<file path="src/source/core_mem_pkg.sv">
package core_mem_pkg;

    // ************************************************************
    // widths
    // ************************************************************
    typedef logic [31:0] addr_t;
    typedef logic [63:0] data_t;
    typedef logic [31:0] inst_t;
    typedef logic [7:0]  strb_t;

    // access size code as log2 of the byte count
    typedef logic [1:0]  lsu_size_t;

    localparam lsu_size_t SIZE_BYTE   = 2'd0;
    localparam lsu_size_t SIZE_HALF   = 2'd1;
    localparam lsu_size_t SIZE_WORD   = 2'd2;
    localparam lsu_size_t SIZE_DOUBLE = 2'd3;

    // ************************************************************
    // wishbone classic master and slave sides
    // ************************************************************
    typedef struct packed {
        logic  cyc;
        logic  stb;
        logic  we;
        addr_t adr;
        strb_t sel;
        data_t dat;
    } wb_req_t;

    typedef struct packed {
        logic  ack;
        data_t dat;
    } wb_rsp_t;

    // one load or store from the pipeline
    typedef struct packed {
        logic      we;
        lsu_size_t size;
        logic      unsigned_ld;
        addr_t     addr;
        data_t     wdata;
    } lsu_req_t;

    typedef struct packed {
        addr_t pc;
        inst_t inst;
    } fetch_out_t;

    // fsm states
    typedef enum logic [1:0] {FETCH_IDLE, FETCH_BUS, FETCH_HOLD} fetch_state_e;
    typedef enum logic [1:0] {LSU_IDLE, LSU_BUS, LSU_RESP} lsu_state_e;
    typedef enum logic [1:0] {ARB_IDLE, ARB_FETCH, ARB_DATA} arb_state_e;

endpackage

</file>
<file path="src/source/fetch_unit.sv">
module fetch_unit #(
    parameter core_mem_pkg::addr_t RESET_PC = 32'h8000_0000
) (
    input  logic                     clk,
    input  logic                     arst_n_i,
    input  logic                     redirect_valid_i,
    input  core_mem_pkg::addr_t      redirect_pc_i,
    input  logic                     inst_ready_i,
    input  core_mem_pkg::wb_rsp_t    wb_i,
    output logic                     inst_valid_o,
    output core_mem_pkg::fetch_out_t fetch_o,
    output core_mem_pkg::wb_req_t    wb_o
);

    core_mem_pkg::fetch_state_e state_q;
    core_mem_pkg::addr_t        pc_q;
    core_mem_pkg::addr_t        redir_pc_q;
    logic                       redir_pend_q;
    core_mem_pkg::inst_t        inst_q;
    core_mem_pkg::inst_t        ack_inst;
    logic                       bus_done;
    logic                       flush;
    core_mem_pkg::addr_t        flush_pc;

    assign bus_done = (state_q == core_mem_pkg::FETCH_BUS) && wb_i.ack;
    // pc bit 2 picks the half of the double word
    assign ack_inst = pc_q[2] ? wb_i.dat[63:32] : wb_i.dat[31:0];
    // redirect now or earlier during this read
    assign flush    = redirect_valid_i || redir_pend_q;
    assign flush_pc = redirect_valid_i ? redirect_pc_i : redir_pc_q;

    // ************************************************************
    // pc and fetch fsm
    // ************************************************************
    always_ff @(posedge clk or negedge arst_n_i) begin
        if (!arst_n_i) begin
            state_q      <= core_mem_pkg::FETCH_IDLE;
            pc_q         <= RESET_PC;
            redir_pend_q <= 1'b0;
        end else begin
            case (state_q)
                core_mem_pkg::FETCH_IDLE: begin
                    if (redirect_valid_i) begin
                        pc_q <= redirect_pc_i;
                    end
                    state_q <= core_mem_pkg::FETCH_BUS;
                end
                core_mem_pkg::FETCH_BUS: begin
                    if (wb_i.ack) begin
                        redir_pend_q <= 1'b0;
                        // a stale read is thrown away and refetched
                        if (flush) begin
                            pc_q    <= flush_pc;
                            state_q <= core_mem_pkg::FETCH_IDLE;
                        end else begin
                            state_q <= core_mem_pkg::FETCH_HOLD;
                        end
                    end else if (redirect_valid_i) begin
                        redir_pend_q <= 1'b1;
                    end
                end
                core_mem_pkg::FETCH_HOLD: begin
                    if (redirect_valid_i) begin
                        pc_q    <= redirect_pc_i;
                        state_q <= core_mem_pkg::FETCH_BUS;
                    end else if (inst_ready_i) begin
                        pc_q    <= pc_q + 32'd4;
                        state_q <= core_mem_pkg::FETCH_BUS;
                    end
                end
                default: state_q <= core_mem_pkg::FETCH_IDLE;
            endcase
        end
    end

    always_ff @(posedge clk) begin
        if (bus_done) begin
            inst_q <= ack_inst;
        end
        if ((state_q == core_mem_pkg::FETCH_BUS) && redirect_valid_i) begin
            redir_pc_q <= redirect_pc_i;
        end
    end

    // held instruction is dropped by a redirect in the same cycle
    assign inst_valid_o = (state_q == core_mem_pkg::FETCH_HOLD) && !redirect_valid_i;
    assign fetch_o.pc   = pc_q;
    assign fetch_o.inst = inst_q;

    // always a full aligned double-word read
    assign wb_o.cyc = (state_q == core_mem_pkg::FETCH_BUS);
    assign wb_o.stb = (state_q == core_mem_pkg::FETCH_BUS);
    assign wb_o.we  = 1'b0;
    assign wb_o.adr = {pc_q[31:3], 3'b000};
    assign wb_o.sel = 8'hff;
    assign wb_o.dat = '0;

    // address must not move until the slave answers
    a_adr_stable: assert property (
        @(posedge clk) disable iff (!arst_n_i)
        (wb_o.stb && !wb_i.ack) |=> $stable(wb_o.adr)
    );

endmodule

</file>
<file path="src/source/lsu_unit.sv">
module lsu_unit (
    input  logic                   clk,
    input  logic                   arst_n_i,
    input  logic                   req_valid_i,
    input  core_mem_pkg::lsu_req_t req_i,
    input  core_mem_pkg::wb_rsp_t  wb_i,
    output logic                   req_ready_o,
    output logic                   resp_valid_o,
    output core_mem_pkg::data_t    load_data_o,
    output core_mem_pkg::wb_req_t  wb_o
);

    core_mem_pkg::lsu_state_e state_q;
    core_mem_pkg::lsu_req_t   req_q;
    core_mem_pkg::data_t      load_data_q;
    core_mem_pkg::strb_t      size_mask;
    logic [5:0]               lane_shift;
    core_mem_pkg::data_t      rd_shifted;
    core_mem_pkg::data_t      rd_ext;
    logic [2:0]               align_mask;

    // ************************************************************
    // request fsm
    // ************************************************************
    always_ff @(posedge clk or negedge arst_n_i) begin
        if (!arst_n_i) begin
            state_q <= core_mem_pkg::LSU_IDLE;
        end else begin
            case (state_q)
                core_mem_pkg::LSU_IDLE: begin
                    if (req_valid_i) begin
                        state_q <= core_mem_pkg::LSU_BUS;
                    end
                end
                core_mem_pkg::LSU_BUS: begin
                    if (wb_i.ack) begin
                        state_q <= core_mem_pkg::LSU_RESP;
                    end
                end
                core_mem_pkg::LSU_RESP: state_q <= core_mem_pkg::LSU_IDLE;
                default:                state_q <= core_mem_pkg::LSU_IDLE;
            endcase
        end
    end

    always_ff @(posedge clk) begin
        if (req_valid_i && req_ready_o) begin
            req_q <= req_i;
        end
        if ((state_q == core_mem_pkg::LSU_BUS) && wb_i.ack) begin
            load_data_q <= rd_ext;
        end
    end

    assign req_ready_o  = (state_q == core_mem_pkg::LSU_IDLE);
    assign resp_valid_o = (state_q == core_mem_pkg::LSU_RESP);
    assign load_data_o  = load_data_q;

    // ************************************************************
    // lane alignment
    // ************************************************************
    // byte offset in bits
    assign lane_shift = {req_q.addr[2:0], 3'b000};

    always_comb begin
        case (req_q.size)
            core_mem_pkg::SIZE_BYTE: size_mask = 8'h01;
            core_mem_pkg::SIZE_HALF: size_mask = 8'h03;
            core_mem_pkg::SIZE_WORD: size_mask = 8'h0f;
            default:                 size_mask = 8'hff;
        endcase
    end

    assign wb_o.cyc = (state_q == core_mem_pkg::LSU_BUS);
    assign wb_o.stb = (state_q == core_mem_pkg::LSU_BUS);
    assign wb_o.we  = req_q.we;
    assign wb_o.adr = {req_q.addr[31:3], 3'b000};
    assign wb_o.sel = size_mask << req_q.addr[2:0];
    assign wb_o.dat = req_q.wdata << lane_shift;

    // bring the addressed lanes down to bit 0, then extend
    assign rd_shifted = wb_i.dat >> lane_shift;

    always_comb begin
        case (req_q.size)
            core_mem_pkg::SIZE_BYTE: begin
                rd_ext = req_q.unsigned_ld ? {56'b0, rd_shifted[7:0]}
                                           : {{56{rd_shifted[7]}}, rd_shifted[7:0]};
            end
            core_mem_pkg::SIZE_HALF: begin
                rd_ext = req_q.unsigned_ld ? {48'b0, rd_shifted[15:0]}
                                           : {{48{rd_shifted[15]}}, rd_shifted[15:0]};
            end
            core_mem_pkg::SIZE_WORD: begin
                rd_ext = req_q.unsigned_ld ? {32'b0, rd_shifted[31:0]}
                                           : {{32{rd_shifted[31]}}, rd_shifted[31:0]};
            end
            default: rd_ext = rd_shifted;
        endcase
    end

    // low address bits that must be zero for the size
    always_comb begin
        case (req_i.size)
            core_mem_pkg::SIZE_BYTE: align_mask = 3'b000;
            core_mem_pkg::SIZE_HALF: align_mask = 3'b001;
            core_mem_pkg::SIZE_WORD: align_mask = 3'b011;
            default:                 align_mask = 3'b111;
        endcase
    end

    // The requester only sends naturally aligned accesses.
    a_req_aligned: assert property (
        @(posedge clk) disable iff (!arst_n_i)
        (req_valid_i && req_ready_o) |-> ((req_i.addr[2:0] & align_mask) == 3'b000)
    );

endmodule

</file>
<file path="src/source/bus_arbiter.sv">
module bus_arbiter (
    input  logic                  clk,
    input  logic                  arst_n_i,
    input  core_mem_pkg::wb_req_t fetch_req_i,
    input  core_mem_pkg::wb_req_t data_req_i,
    input  core_mem_pkg::wb_rsp_t mem_rsp_i,
    output core_mem_pkg::wb_rsp_t fetch_rsp_o,
    output core_mem_pkg::wb_rsp_t data_rsp_o,
    output core_mem_pkg::wb_req_t mem_req_o
);

    core_mem_pkg::arb_state_e state_q;
    logic                     gnt_fetch;
    logic                     gnt_data;

    // ************************************************************
    // grant with the data port first
    // ************************************************************
    // idle grant is combinational so no cycle is lost
    assign gnt_data  = (state_q == core_mem_pkg::ARB_DATA) ||
                       ((state_q == core_mem_pkg::ARB_IDLE) && data_req_i.cyc);
    assign gnt_fetch = (state_q == core_mem_pkg::ARB_FETCH) ||
                       ((state_q == core_mem_pkg::ARB_IDLE) && !data_req_i.cyc &&
                        fetch_req_i.cyc);

    always_ff @(posedge clk or negedge arst_n_i) begin
        if (!arst_n_i) begin
            state_q <= core_mem_pkg::ARB_IDLE;
        end else begin
            case (state_q)
                core_mem_pkg::ARB_IDLE: begin
                    // a same-cycle ack finishes the transfer at once
                    if (gnt_data && !mem_rsp_i.ack) begin
                        state_q <= core_mem_pkg::ARB_DATA;
                    end else if (gnt_fetch && !mem_rsp_i.ack) begin
                        state_q <= core_mem_pkg::ARB_FETCH;
                    end
                end
                core_mem_pkg::ARB_FETCH,
                core_mem_pkg::ARB_DATA: begin
                    if (mem_rsp_i.ack) begin
                        state_q <= core_mem_pkg::ARB_IDLE;
                    end
                end
                default: state_q <= core_mem_pkg::ARB_IDLE;
            endcase
        end
    end

    // ************************************************************
    // request mux and response routing
    // ************************************************************
    always_comb begin
        if (gnt_data) begin
            mem_req_o = data_req_i;
        end else if (gnt_fetch) begin
            mem_req_o = fetch_req_i;
        end else begin
            mem_req_o = '0;
        end
    end

    assign data_rsp_o.ack  = gnt_data && mem_rsp_i.ack;
    assign data_rsp_o.dat  = gnt_data ? mem_rsp_i.dat : '0;
    assign fetch_rsp_o.ack = gnt_fetch && mem_rsp_i.ack;
    assign fetch_rsp_o.dat = gnt_fetch ? mem_rsp_i.dat : '0;

    // one bus answer goes to exactly one master
    a_ack_onehot: assert property (
        @(posedge clk) disable iff (!arst_n_i)
        mem_rsp_i.ack |-> (fetch_rsp_o.ack != data_rsp_o.ack)
    );

endmodule

</file>
<file path="src/source/mem_subsys_top.sv">
module mem_subsys_top #(
    parameter core_mem_pkg::addr_t RESET_PC = 32'h8000_0000
) (
    input  logic                     clk,
    input  logic                     arst_n_i,
    // instruction side
    output logic                     inst_valid_o,
    output core_mem_pkg::fetch_out_t fetch_o,
    input  logic                     inst_ready_i,
    input  logic                     redirect_valid_i,
    input  core_mem_pkg::addr_t      redirect_pc_i,
    // data side
    input  logic                     req_valid_i,
    input  core_mem_pkg::lsu_req_t   req_i,
    output logic                     req_ready_o,
    output logic                     resp_valid_o,
    output core_mem_pkg::data_t      load_data_o,
    // memory bus
    output core_mem_pkg::wb_req_t    wb_o,
    input  core_mem_pkg::wb_rsp_t    wb_i
);

    core_mem_pkg::wb_req_t fetch_wb_req;
    core_mem_pkg::wb_rsp_t fetch_wb_rsp;
    core_mem_pkg::wb_req_t lsu_wb_req;
    core_mem_pkg::wb_rsp_t lsu_wb_rsp;

    fetch_unit #(
        .RESET_PC (RESET_PC)
    ) u_fetch_unit (
        .clk              (clk),
        .arst_n_i         (arst_n_i),
        .redirect_valid_i (redirect_valid_i),
        .redirect_pc_i    (redirect_pc_i),
        .inst_ready_i     (inst_ready_i),
        .wb_i             (fetch_wb_rsp),
        .inst_valid_o     (inst_valid_o),
        .fetch_o          (fetch_o),
        .wb_o             (fetch_wb_req)
    );

    lsu_unit u_lsu_unit (
        .clk          (clk),
        .arst_n_i     (arst_n_i),
        .req_valid_i  (req_valid_i),
        .req_i        (req_i),
        .wb_i         (lsu_wb_rsp),
        .req_ready_o  (req_ready_o),
        .resp_valid_o (resp_valid_o),
        .load_data_o  (load_data_o),
        .wb_o         (lsu_wb_req)
    );

    // both masters share one wishbone port
    bus_arbiter u_bus_arbiter (
        .clk         (clk),
        .arst_n_i    (arst_n_i),
        .fetch_req_i (fetch_wb_req),
        .data_req_i  (lsu_wb_req),
        .mem_rsp_i   (wb_i),
        .fetch_rsp_o (fetch_wb_rsp),
        .data_rsp_o  (lsu_wb_rsp),
        .mem_req_o   (wb_o)
    );

endmodule

</file>
<file path="config.mk">
export PLATFORM = sky130hd
export DESIGN_NAME = mem_subsys_top
export DESIGN_NICKNAME = d
export VERILOG_FILES = /design/src/source/core_mem_pkg.sv /design/src/source/fetch_unit.sv /design/src/source/lsu_unit.sv /design/src/source/bus_arbiter.sv /design/src/source/mem_subsys_top.sv
export SDC_FILE = /design/constraint.sdc
export NUM_CORES = 1
export LEC_CHECK = 0
export BUFFER_PORTS_ARGS = -buffer_cell sky130_fd_sc_hd__buf_2
export CAP_MARGIN = 30
export CORE_ASPECT_RATIO = 1.75
export CORE_MARGIN = 4
export CORE_UTILIZATION = 54
export CTS_BUF_LIST = sky130_fd_sc_hd__clkbuf_8
export CTS_CLUSTER_DIAMETER = 120
export DETAILED_ROUTE_END_ITERATION = 6
export PLACE_DENSITY = 0.81
export SKIP_LAST_GASP = 1
export SLEW_MARGIN = 10
export SYNTH_ARGS = -nofsm -noshare
export SYNTH_HDL_FRONTEND = slang
export SYNTH_SLANG_ARGS = --single-unit
</file>
<file path="constraint.sdc">
create_clock -name clk -period 9 [get_ports clk]
set_input_delay 0.45 -clock clk [delete_from_list [all_inputs] [get_ports clk]]
set_output_delay 0.45 -clock clk [all_outputs]
set_load 0.05 [all_outputs]
</file>
Word-level counts from Yosys, hierarchy flattened
Cells that the tools add are included.

Bits in registers: 267. Input port bits: 202. Output and inout port bits: 238. Logic and storage cells: 94.

$add $sub $neg: 1. Equality and inequality tests: 16. Shift-type cells: 3. Multiplexer cells: 31. Reduce and logical (&&, ||, !) cells: 30.

Operators by type and width (number): two-way mux 64 bit (5); two-way mux 32 bit (7); two-way mux 107 bit (2); case mux 64 bit (3 select lines) (1); case mux 32 bit (3 select lines) (1); left shift 64 x 6 -> 64 bit (1); right shift 64 x 6 -> 64 bit (1); adder 32 x 3 -> 32 bit (second input constant) (1); case mux 8 bit (3 select lines) (1); two-way mux 2 bit (9); logical AND 1 bit (12); != test 2 bit (second input constant) (6); == test 2 x 1 -> 1 bit (second input constant) (4); == test 2 bit (second input constant) (4); zero test 2 bit (4); case mux 2 bit (2 select lines) (2); AND reduction 2 bit (4); left shift 8 x 3 -> 8 bit (1); != test 3 bit (second input constant) (2); case mux 2 bit (3 select lines) (1); AND reduction 5 bit (1); zero test 1 bit (3); logical OR 1 bit (3); nonzero test 3 bit (1); 3 further kinds (4).

Longest topological paths before layout
Word-level depth: 9. Gate-level depth with buffers: 11. Mapped depth without buffers: 8.

Modules after synthesis
From an unflattened synthesis, not the netlist that was laid out.

Cells, all modules: 1599. Area total of the unflattened synthesis: 17399.2 um^2.

By module, submodules not included: lsu_unit (times used 1, cells an instance 740, area each 9313.9 um^2, sequential area each 4974.8 um^2); fetch_unit (times used 1, cells an instance 558, area each 5909.4 um^2, sequential area each 2798.9 um^2); bus_arbiter (times used 1, cells an instance 301, area each 2175.8 um^2, sequential area each 50.0 um^2).

Least setup slack after synthesis
Ideal clock, no wire load.

Kind: reg-to-reg. From: reg u_bus_arbiter.state_q[0]. To: reg u_lsu_unit.load_data_q[0] (netlist: u_lsu_unit.load_data_o[0]), enable pin. Setup time: 0.564 ns. Arrival: 5.639 ns. Required time: 8.436 ns. Slack: 2.797 ns. Cell stages (with the launch flop): 7. Path buffers: 2. Period minus slack after synthesis: 6.203 ns. Cells stage by stage: dfrtp_1 > inv_1 > ha_1 > clkbuf_1 > a21oi_1 > clkbuf_1 > nor3_1.

Cells in the longest elaborated chain, start to end: 5. Elaborated cells between the ends (all ways): 6. Classes of those cells: eq/ne: 1; reduce/logical: 5.

Ends and longest elaborated chain: from (decl) (RTL line bus_arbiter.sv:12) `core_mem_pkg::arb_state_e state_q;`; from (signal assigned) (RTL line bus_arbiter.sv:28) `state_q <= core_mem_pkg::ARB_IDLE;`; from (signal assigned) (RTL line bus_arbiter.sv:34) `state_q <= core_mem_pkg::ARB_DATA;`; from (signal assigned) (RTL line bus_arbiter.sv:36) `state_q <= core_mem_pkg::ARB_FETCH;`; zero test 2 bit (RTL line bus_arbiter.sv:21) `((state_q == core_mem_pkg::ARB_IDLE) && data_req_i.cyc);`; logical AND 1 bit (RTL line bus_arbiter.sv:21); logical OR 1 bit * (RTL line bus_arbiter.sv:20) `assign gnt_data = (state_q == core_mem_pkg::ARB_DATA) ||`; logical AND 1 bit * (RTL line bus_arbiter.sv:63) `assign data_rsp_o.ack = gnt_data && mem_rsp_i.ack;`; logical AND 1 bit * (RTL line lsu_unit.sv:50) `if ((state_q == core_mem_pkg::LSU_BUS) && wb_i.ack) begin`; to (signal assigned) (RTL line lsu_unit.sv:51) `load_data_q <= rd_ext;`; to (decl) (RTL line lsu_unit.sv:15) `core_mem_pkg::data_t load_data_q;`.

Mark *: on every way between the ends. The rest lies on a longest branch, timed or not. A chain may end at the register's enable or synchronous reset.

==> impl_summary.log <==
INFO  metric dp_hpwl = 40.01 mm
INFO  metric remaining_drc_errors = 0
INFO  metric fmax = 0.2574 GHz
INFO  metric route.vias.total = 13710
INFO  metric numClockSinks = 267
INFO  metric final_min_period_over_clock_period = 43.17%
INFO  metric synth.lib_cells_used.distinct = 68
INFO  metric detail_route.wl_per_cell = 25.06 µm
INFO  metric path_clk_slew = 70 ps
INFO  metric final_layout_size_suffix_gt1_share = 31.88%
INFO  metric hold_viol = 0
INFO  metric drt_first_iter_violations = 1465
INFO  metric root_buffer = sky130_fd_sc_hd__clkbuf_8
INFO  metric layout_setup_ws = 5115 ps
INFO  metric place.gp.congestion = 0.9253
INFO  metric worstHoldPathType = primary input to flop
INFO  metric num-fill-cells = 2183
INFO  metric synthCells = 1399
INFO  metric layout_min_cycle_time = 3885 ps
INFO  metric clk-insertion-delay-late = 570 ps
INFO  metric detail_route.vias_per_cell = 6.256
INFO  metric max-vdd-ir-drop = 331.5 µV
INFO  metric max-slew-margin-rel = 35.55%
INFO  metric top_level_ports = 440
INFO  metric synth.yosys.warnings = 0
INFO  metric antenna_found_initial = 14
INFO  metric numPortBuffers = 436
INFO  metric clock_tree_from_tritoncts = built
INFO  metric core_area = 27230 µm²
INFO  metric globalRoute.totalOverflow = 0
INFO  metric areaGrowthSynthToFinish = 21.49%
INFO  metric critical_path_peak_fanout = 72
INFO  metric number_of_synthesized_register_bits = 267
INFO  metric ys.flop_type = sky130_fd_sc_hd__edfxtp_1
INFO  metric worst_ep_arrival_time = 3440 ps
INFO  metric syn_area = 14890 µm²
INFO  metric critical_path.startpoint_type = flop
INFO  metric grt_setup_unrepaired = no
INFO  metric first_global_vias = 13660
INFO  metric dieArea = 30400 µm²
INFO  metric postSynth.asyncResetShare = 14.61%
INFO  metric fin_nets = 1993
INFO  metric finalSetupTns = 0 ps
INFO  metric power_per_cell_area = 412.1 nW/µm²
INFO  metric grt_start_max_net_pins = 143
INFO  metric max-cap-violations = 0
INFO  metric run_status = finished, final reports clean
INFO  metric dieHeight = 227.7 µm
INFO  metric setup_crit_path_kind = flop to primary output
INFO  metric setup_violations = 0
INFO  metric post-synth-top-count-cell = sky130_fd_sc_hd__edfxtp_1
INFO  metric synth_top_area_share = 45.99%
INFO  metric yosysTopAreaCell = sky130_fd_sc_hd__edfxtp_1
INFO  metric clk_path_buf_depth = 3
INFO  metric wirelength = 54.91 mm
INFO  metric effective_utilization_at_floorplan = 54.68%
INFO  metric dp_worst_setup_slack = 5554 ps
INFO  metric tightest_slew = 965.7 ps
INFO  metric ant_nets = 0
INFO  metric grt_pass1_wl = 80.17 mm
INFO  metric synthTopCellsByArea = sky130_fd_sc_hd__edfxtp_1, sky130_fd_sc_hd__mux2i_1, sky130_fd_sc_hd__dfrtp_1, sky130_fd_sc_hd__nand2_1, sky130_fd_sc_hd__mux4_2
INFO  metric dr.pass1.iters = 6
INFO  metric synthTopCellsByCount = sky130_fd_sc_hd__edfxtp_1, sky130_fd_sc_hd__nand2_1, sky130_fd_sc_hd__nor2_1, sky130_fd_sc_hd__mux2i_1, sky130_fd_sc_hd__o21ai_0
INFO  metric finalMaxSlewViolations = 0
INFO  metric globalRouteTotalUtil = 34.89%
INFO  metric crit_required = 8550 ps
INFO  metric critPathCaptureType = primary output
INFO  metric fin_clk_skew = 26.89 ps
INFO  metric std_cell_rows = 80
INFO  metric p_leak = 7.826 nW
INFO  metric report.power.total = 7.453 mW
INFO  metric synth_edf_count = 228
INFO  metric synthesis.area_per_instance = 10.64 µm²
INFO  metric die-width = 133.5 µm
INFO  metric numCtsBuffers = 40
INFO  metric yosysSeqAreaShare = 52.55%
INFO  metric cts_htree_levels = 2
==> worst max-delay path, cell delays in order (launching register included) <==
cell and delay (ps):
sky130_fd_sc_hd__dfrtp_1 410, sky130_fd_sc_hd__inv_1 90, sky130_fd_sc_hd__ha_1 340, sky130_fd_sc_hd__a21oi_4 190
sky130_fd_sc_hd__buf_4 730, sky130_fd_sc_hd__nand2_1 560, sky130_fd_sc_hd__o31ai_1 220, sky130_fd_sc_hd__buf_2 310
==> cell families (layout without fill, tap and decap cells) <==
logic type	after synthesis	after routing	synth area share, %
buf+inv	138	550	3.958
fa+ha+maj	8	8	0.6724
other cells	1	12	0.02519
xor+xnor	12	12	0.7059
flops	267	267	52.55
mux	161	161	13.30
simple gates	510	510	15.44
compound gates	302	302	13.35
==> state kept, by name (all words and copies together), names as in the netlist <==
register	flops
u_lsu_unit.state_q	2
u_fetch_unit.inst_q	32
u_fetch_unit.redir_pend_q	1
u_fetch_unit.redir_pc_q	32
u_lsu_unit.lane_shift	3
u_lsu_unit.load_data_o	64
u_lsu_unit.req_q	67
u_lsu_unit.wb_o	30
u_fetch_unit.state_q	2
u_bus_arbiter.state_q	2
u_fetch_unit.pc_q	32
==> final cells by class <==
| type | count | area, µm² | share of cell area, % |
|---|---|---|---|
| Timing Repair Buffer | 463 | 2432 | 13.45 |
| Tap cell | 369 | 461.7 | 2.553 |
| Multi-Input combinational cell | 996 | 6529 | 36.10 |
| Clock inverter | 30 | 182.7 | 1.010 |
| Inverter | 15 | 56.30 | 0.3113 |
| Antenna cell | 9 | 22.52 | 0.1245 |
| Sequential cell | 267 | 7825 | 43.26 |
| Clock buffer | 42 | 578.1 | 3.196 |
==> where the power goes <==
group / internal [mW] / switching (mW) / leakage, nW
Sequential: 1.80 / 0.282 / 2.61
Combinational: 1.04 / 3.35 / 4.79
Clock: 0.492 / 0.485 / 0.427
==> final timing paths <==
check | start | to | slack [ps] | depth (start not counted)
min in group asynchronous | arst_n_i | u_fetch_unit.pc_q[25]$_DFFE_PN0P_ | 260 | 2
min reg2reg | u_fetch_unit.pc_q[0]$_DFFE_PN0P_ | u_fetch_unit.pc_q[0]$_DFFE_PN0P_ | 490 | 2
max in group asynchronous | arst_n_i | u_fetch_unit.pc_q[31]$_DFFE_PN1P_ | 8240 | 3
max | u_bus_arbiter.state_q[0]$_DFFE_PN0P_ | wb_o[67] | 5110 | 7
max reg2reg | u_bus_arbiter.state_q[0]$_DFFE_PN0P_ | u_lsu_unit.load_data_o[19]$_DFFE_PP_ | 5700 | 8
min | req_i[71] | u_lsu_unit.wb_o[79]$_DFFE_PP_ | 50 | 1
==> per-stage QoR <==
stage | utilization [%] | hold slack (ps) | instance area (µm²) | instances
after CTS | 66.08 | 16.98 | 17990 | 2177
after global routing | 66.42 | 23.84 | 18080 | 2190
after global placement | 63.29 | 461.0 | 17230 | 2105
final | 66.43 | 50.47 | 18090 | 2191
after detailed placement | 63.29 | 480.6 | 17230 | 2105
after floorplan | - | 154.4 | 14900 | 1401
==> layout by cell type (no fill, tap or decap), types with 21 or more instances in the layout <==
master | Yosys | routed
sky130_fd_sc_hd__clkbuf_8 | 0 | 42
sky130_fd_sc_hd__mux4_2 | 28 | 28
sky130_fd_sc_hd__nor2b_1 | 22 | 22
sky130_fd_sc_hd__nand2_1 | 199 | 199
sky130_fd_sc_hd__a211oi_1 | 24 | 24
sky130_fd_sc_hd__edfxtp_1 | 228 | 228
sky130_fd_sc_hd__buf_2 | 17 | 436
sky130_fd_sc_hd__mux2i_1 | 119 | 119
sky130_fd_sc_hd__dfrtp_1 | 38 | 37
sky130_fd_sc_hd__o21ai_0 | 98 | 98
sky130_fd_sc_hd__nand3_1 | 57 | 57
sky130_fd_sc_hd__and2_1 | 23 | 21
sky130_fd_sc_hd__a21oi_1 | 54 | 53
sky130_fd_sc_hd__buf_4 | 4 | 22
sky130_fd_sc_hd__inv_1 | 14 | 25
sky130_fd_sc_hd__nor2_1 | 136 | 134
==> metal layers <==
| layer | vias up | track usage (%) | routed length, µm |
|---|---|---|---|
| met4 | 12 | 27.00 | 5138 |
| li1 | 5974 | - | - |
| met2 | 1019 | 59.93 | 27100 |
| met3 | 282 | 7.885 | 5069 |
| met5 | - | 0 | 69 |
| met1 | 6420 | 37.23 | 17530 |
==> what timing repair did <==
item / in CTS / in global routing
hold buffers: 0 / 1
hold endpoints to repair: 0 / 36
setup buffers: 0 / 0
resized for setup: 0 / 0
Power figures use the tool's default switching activity.
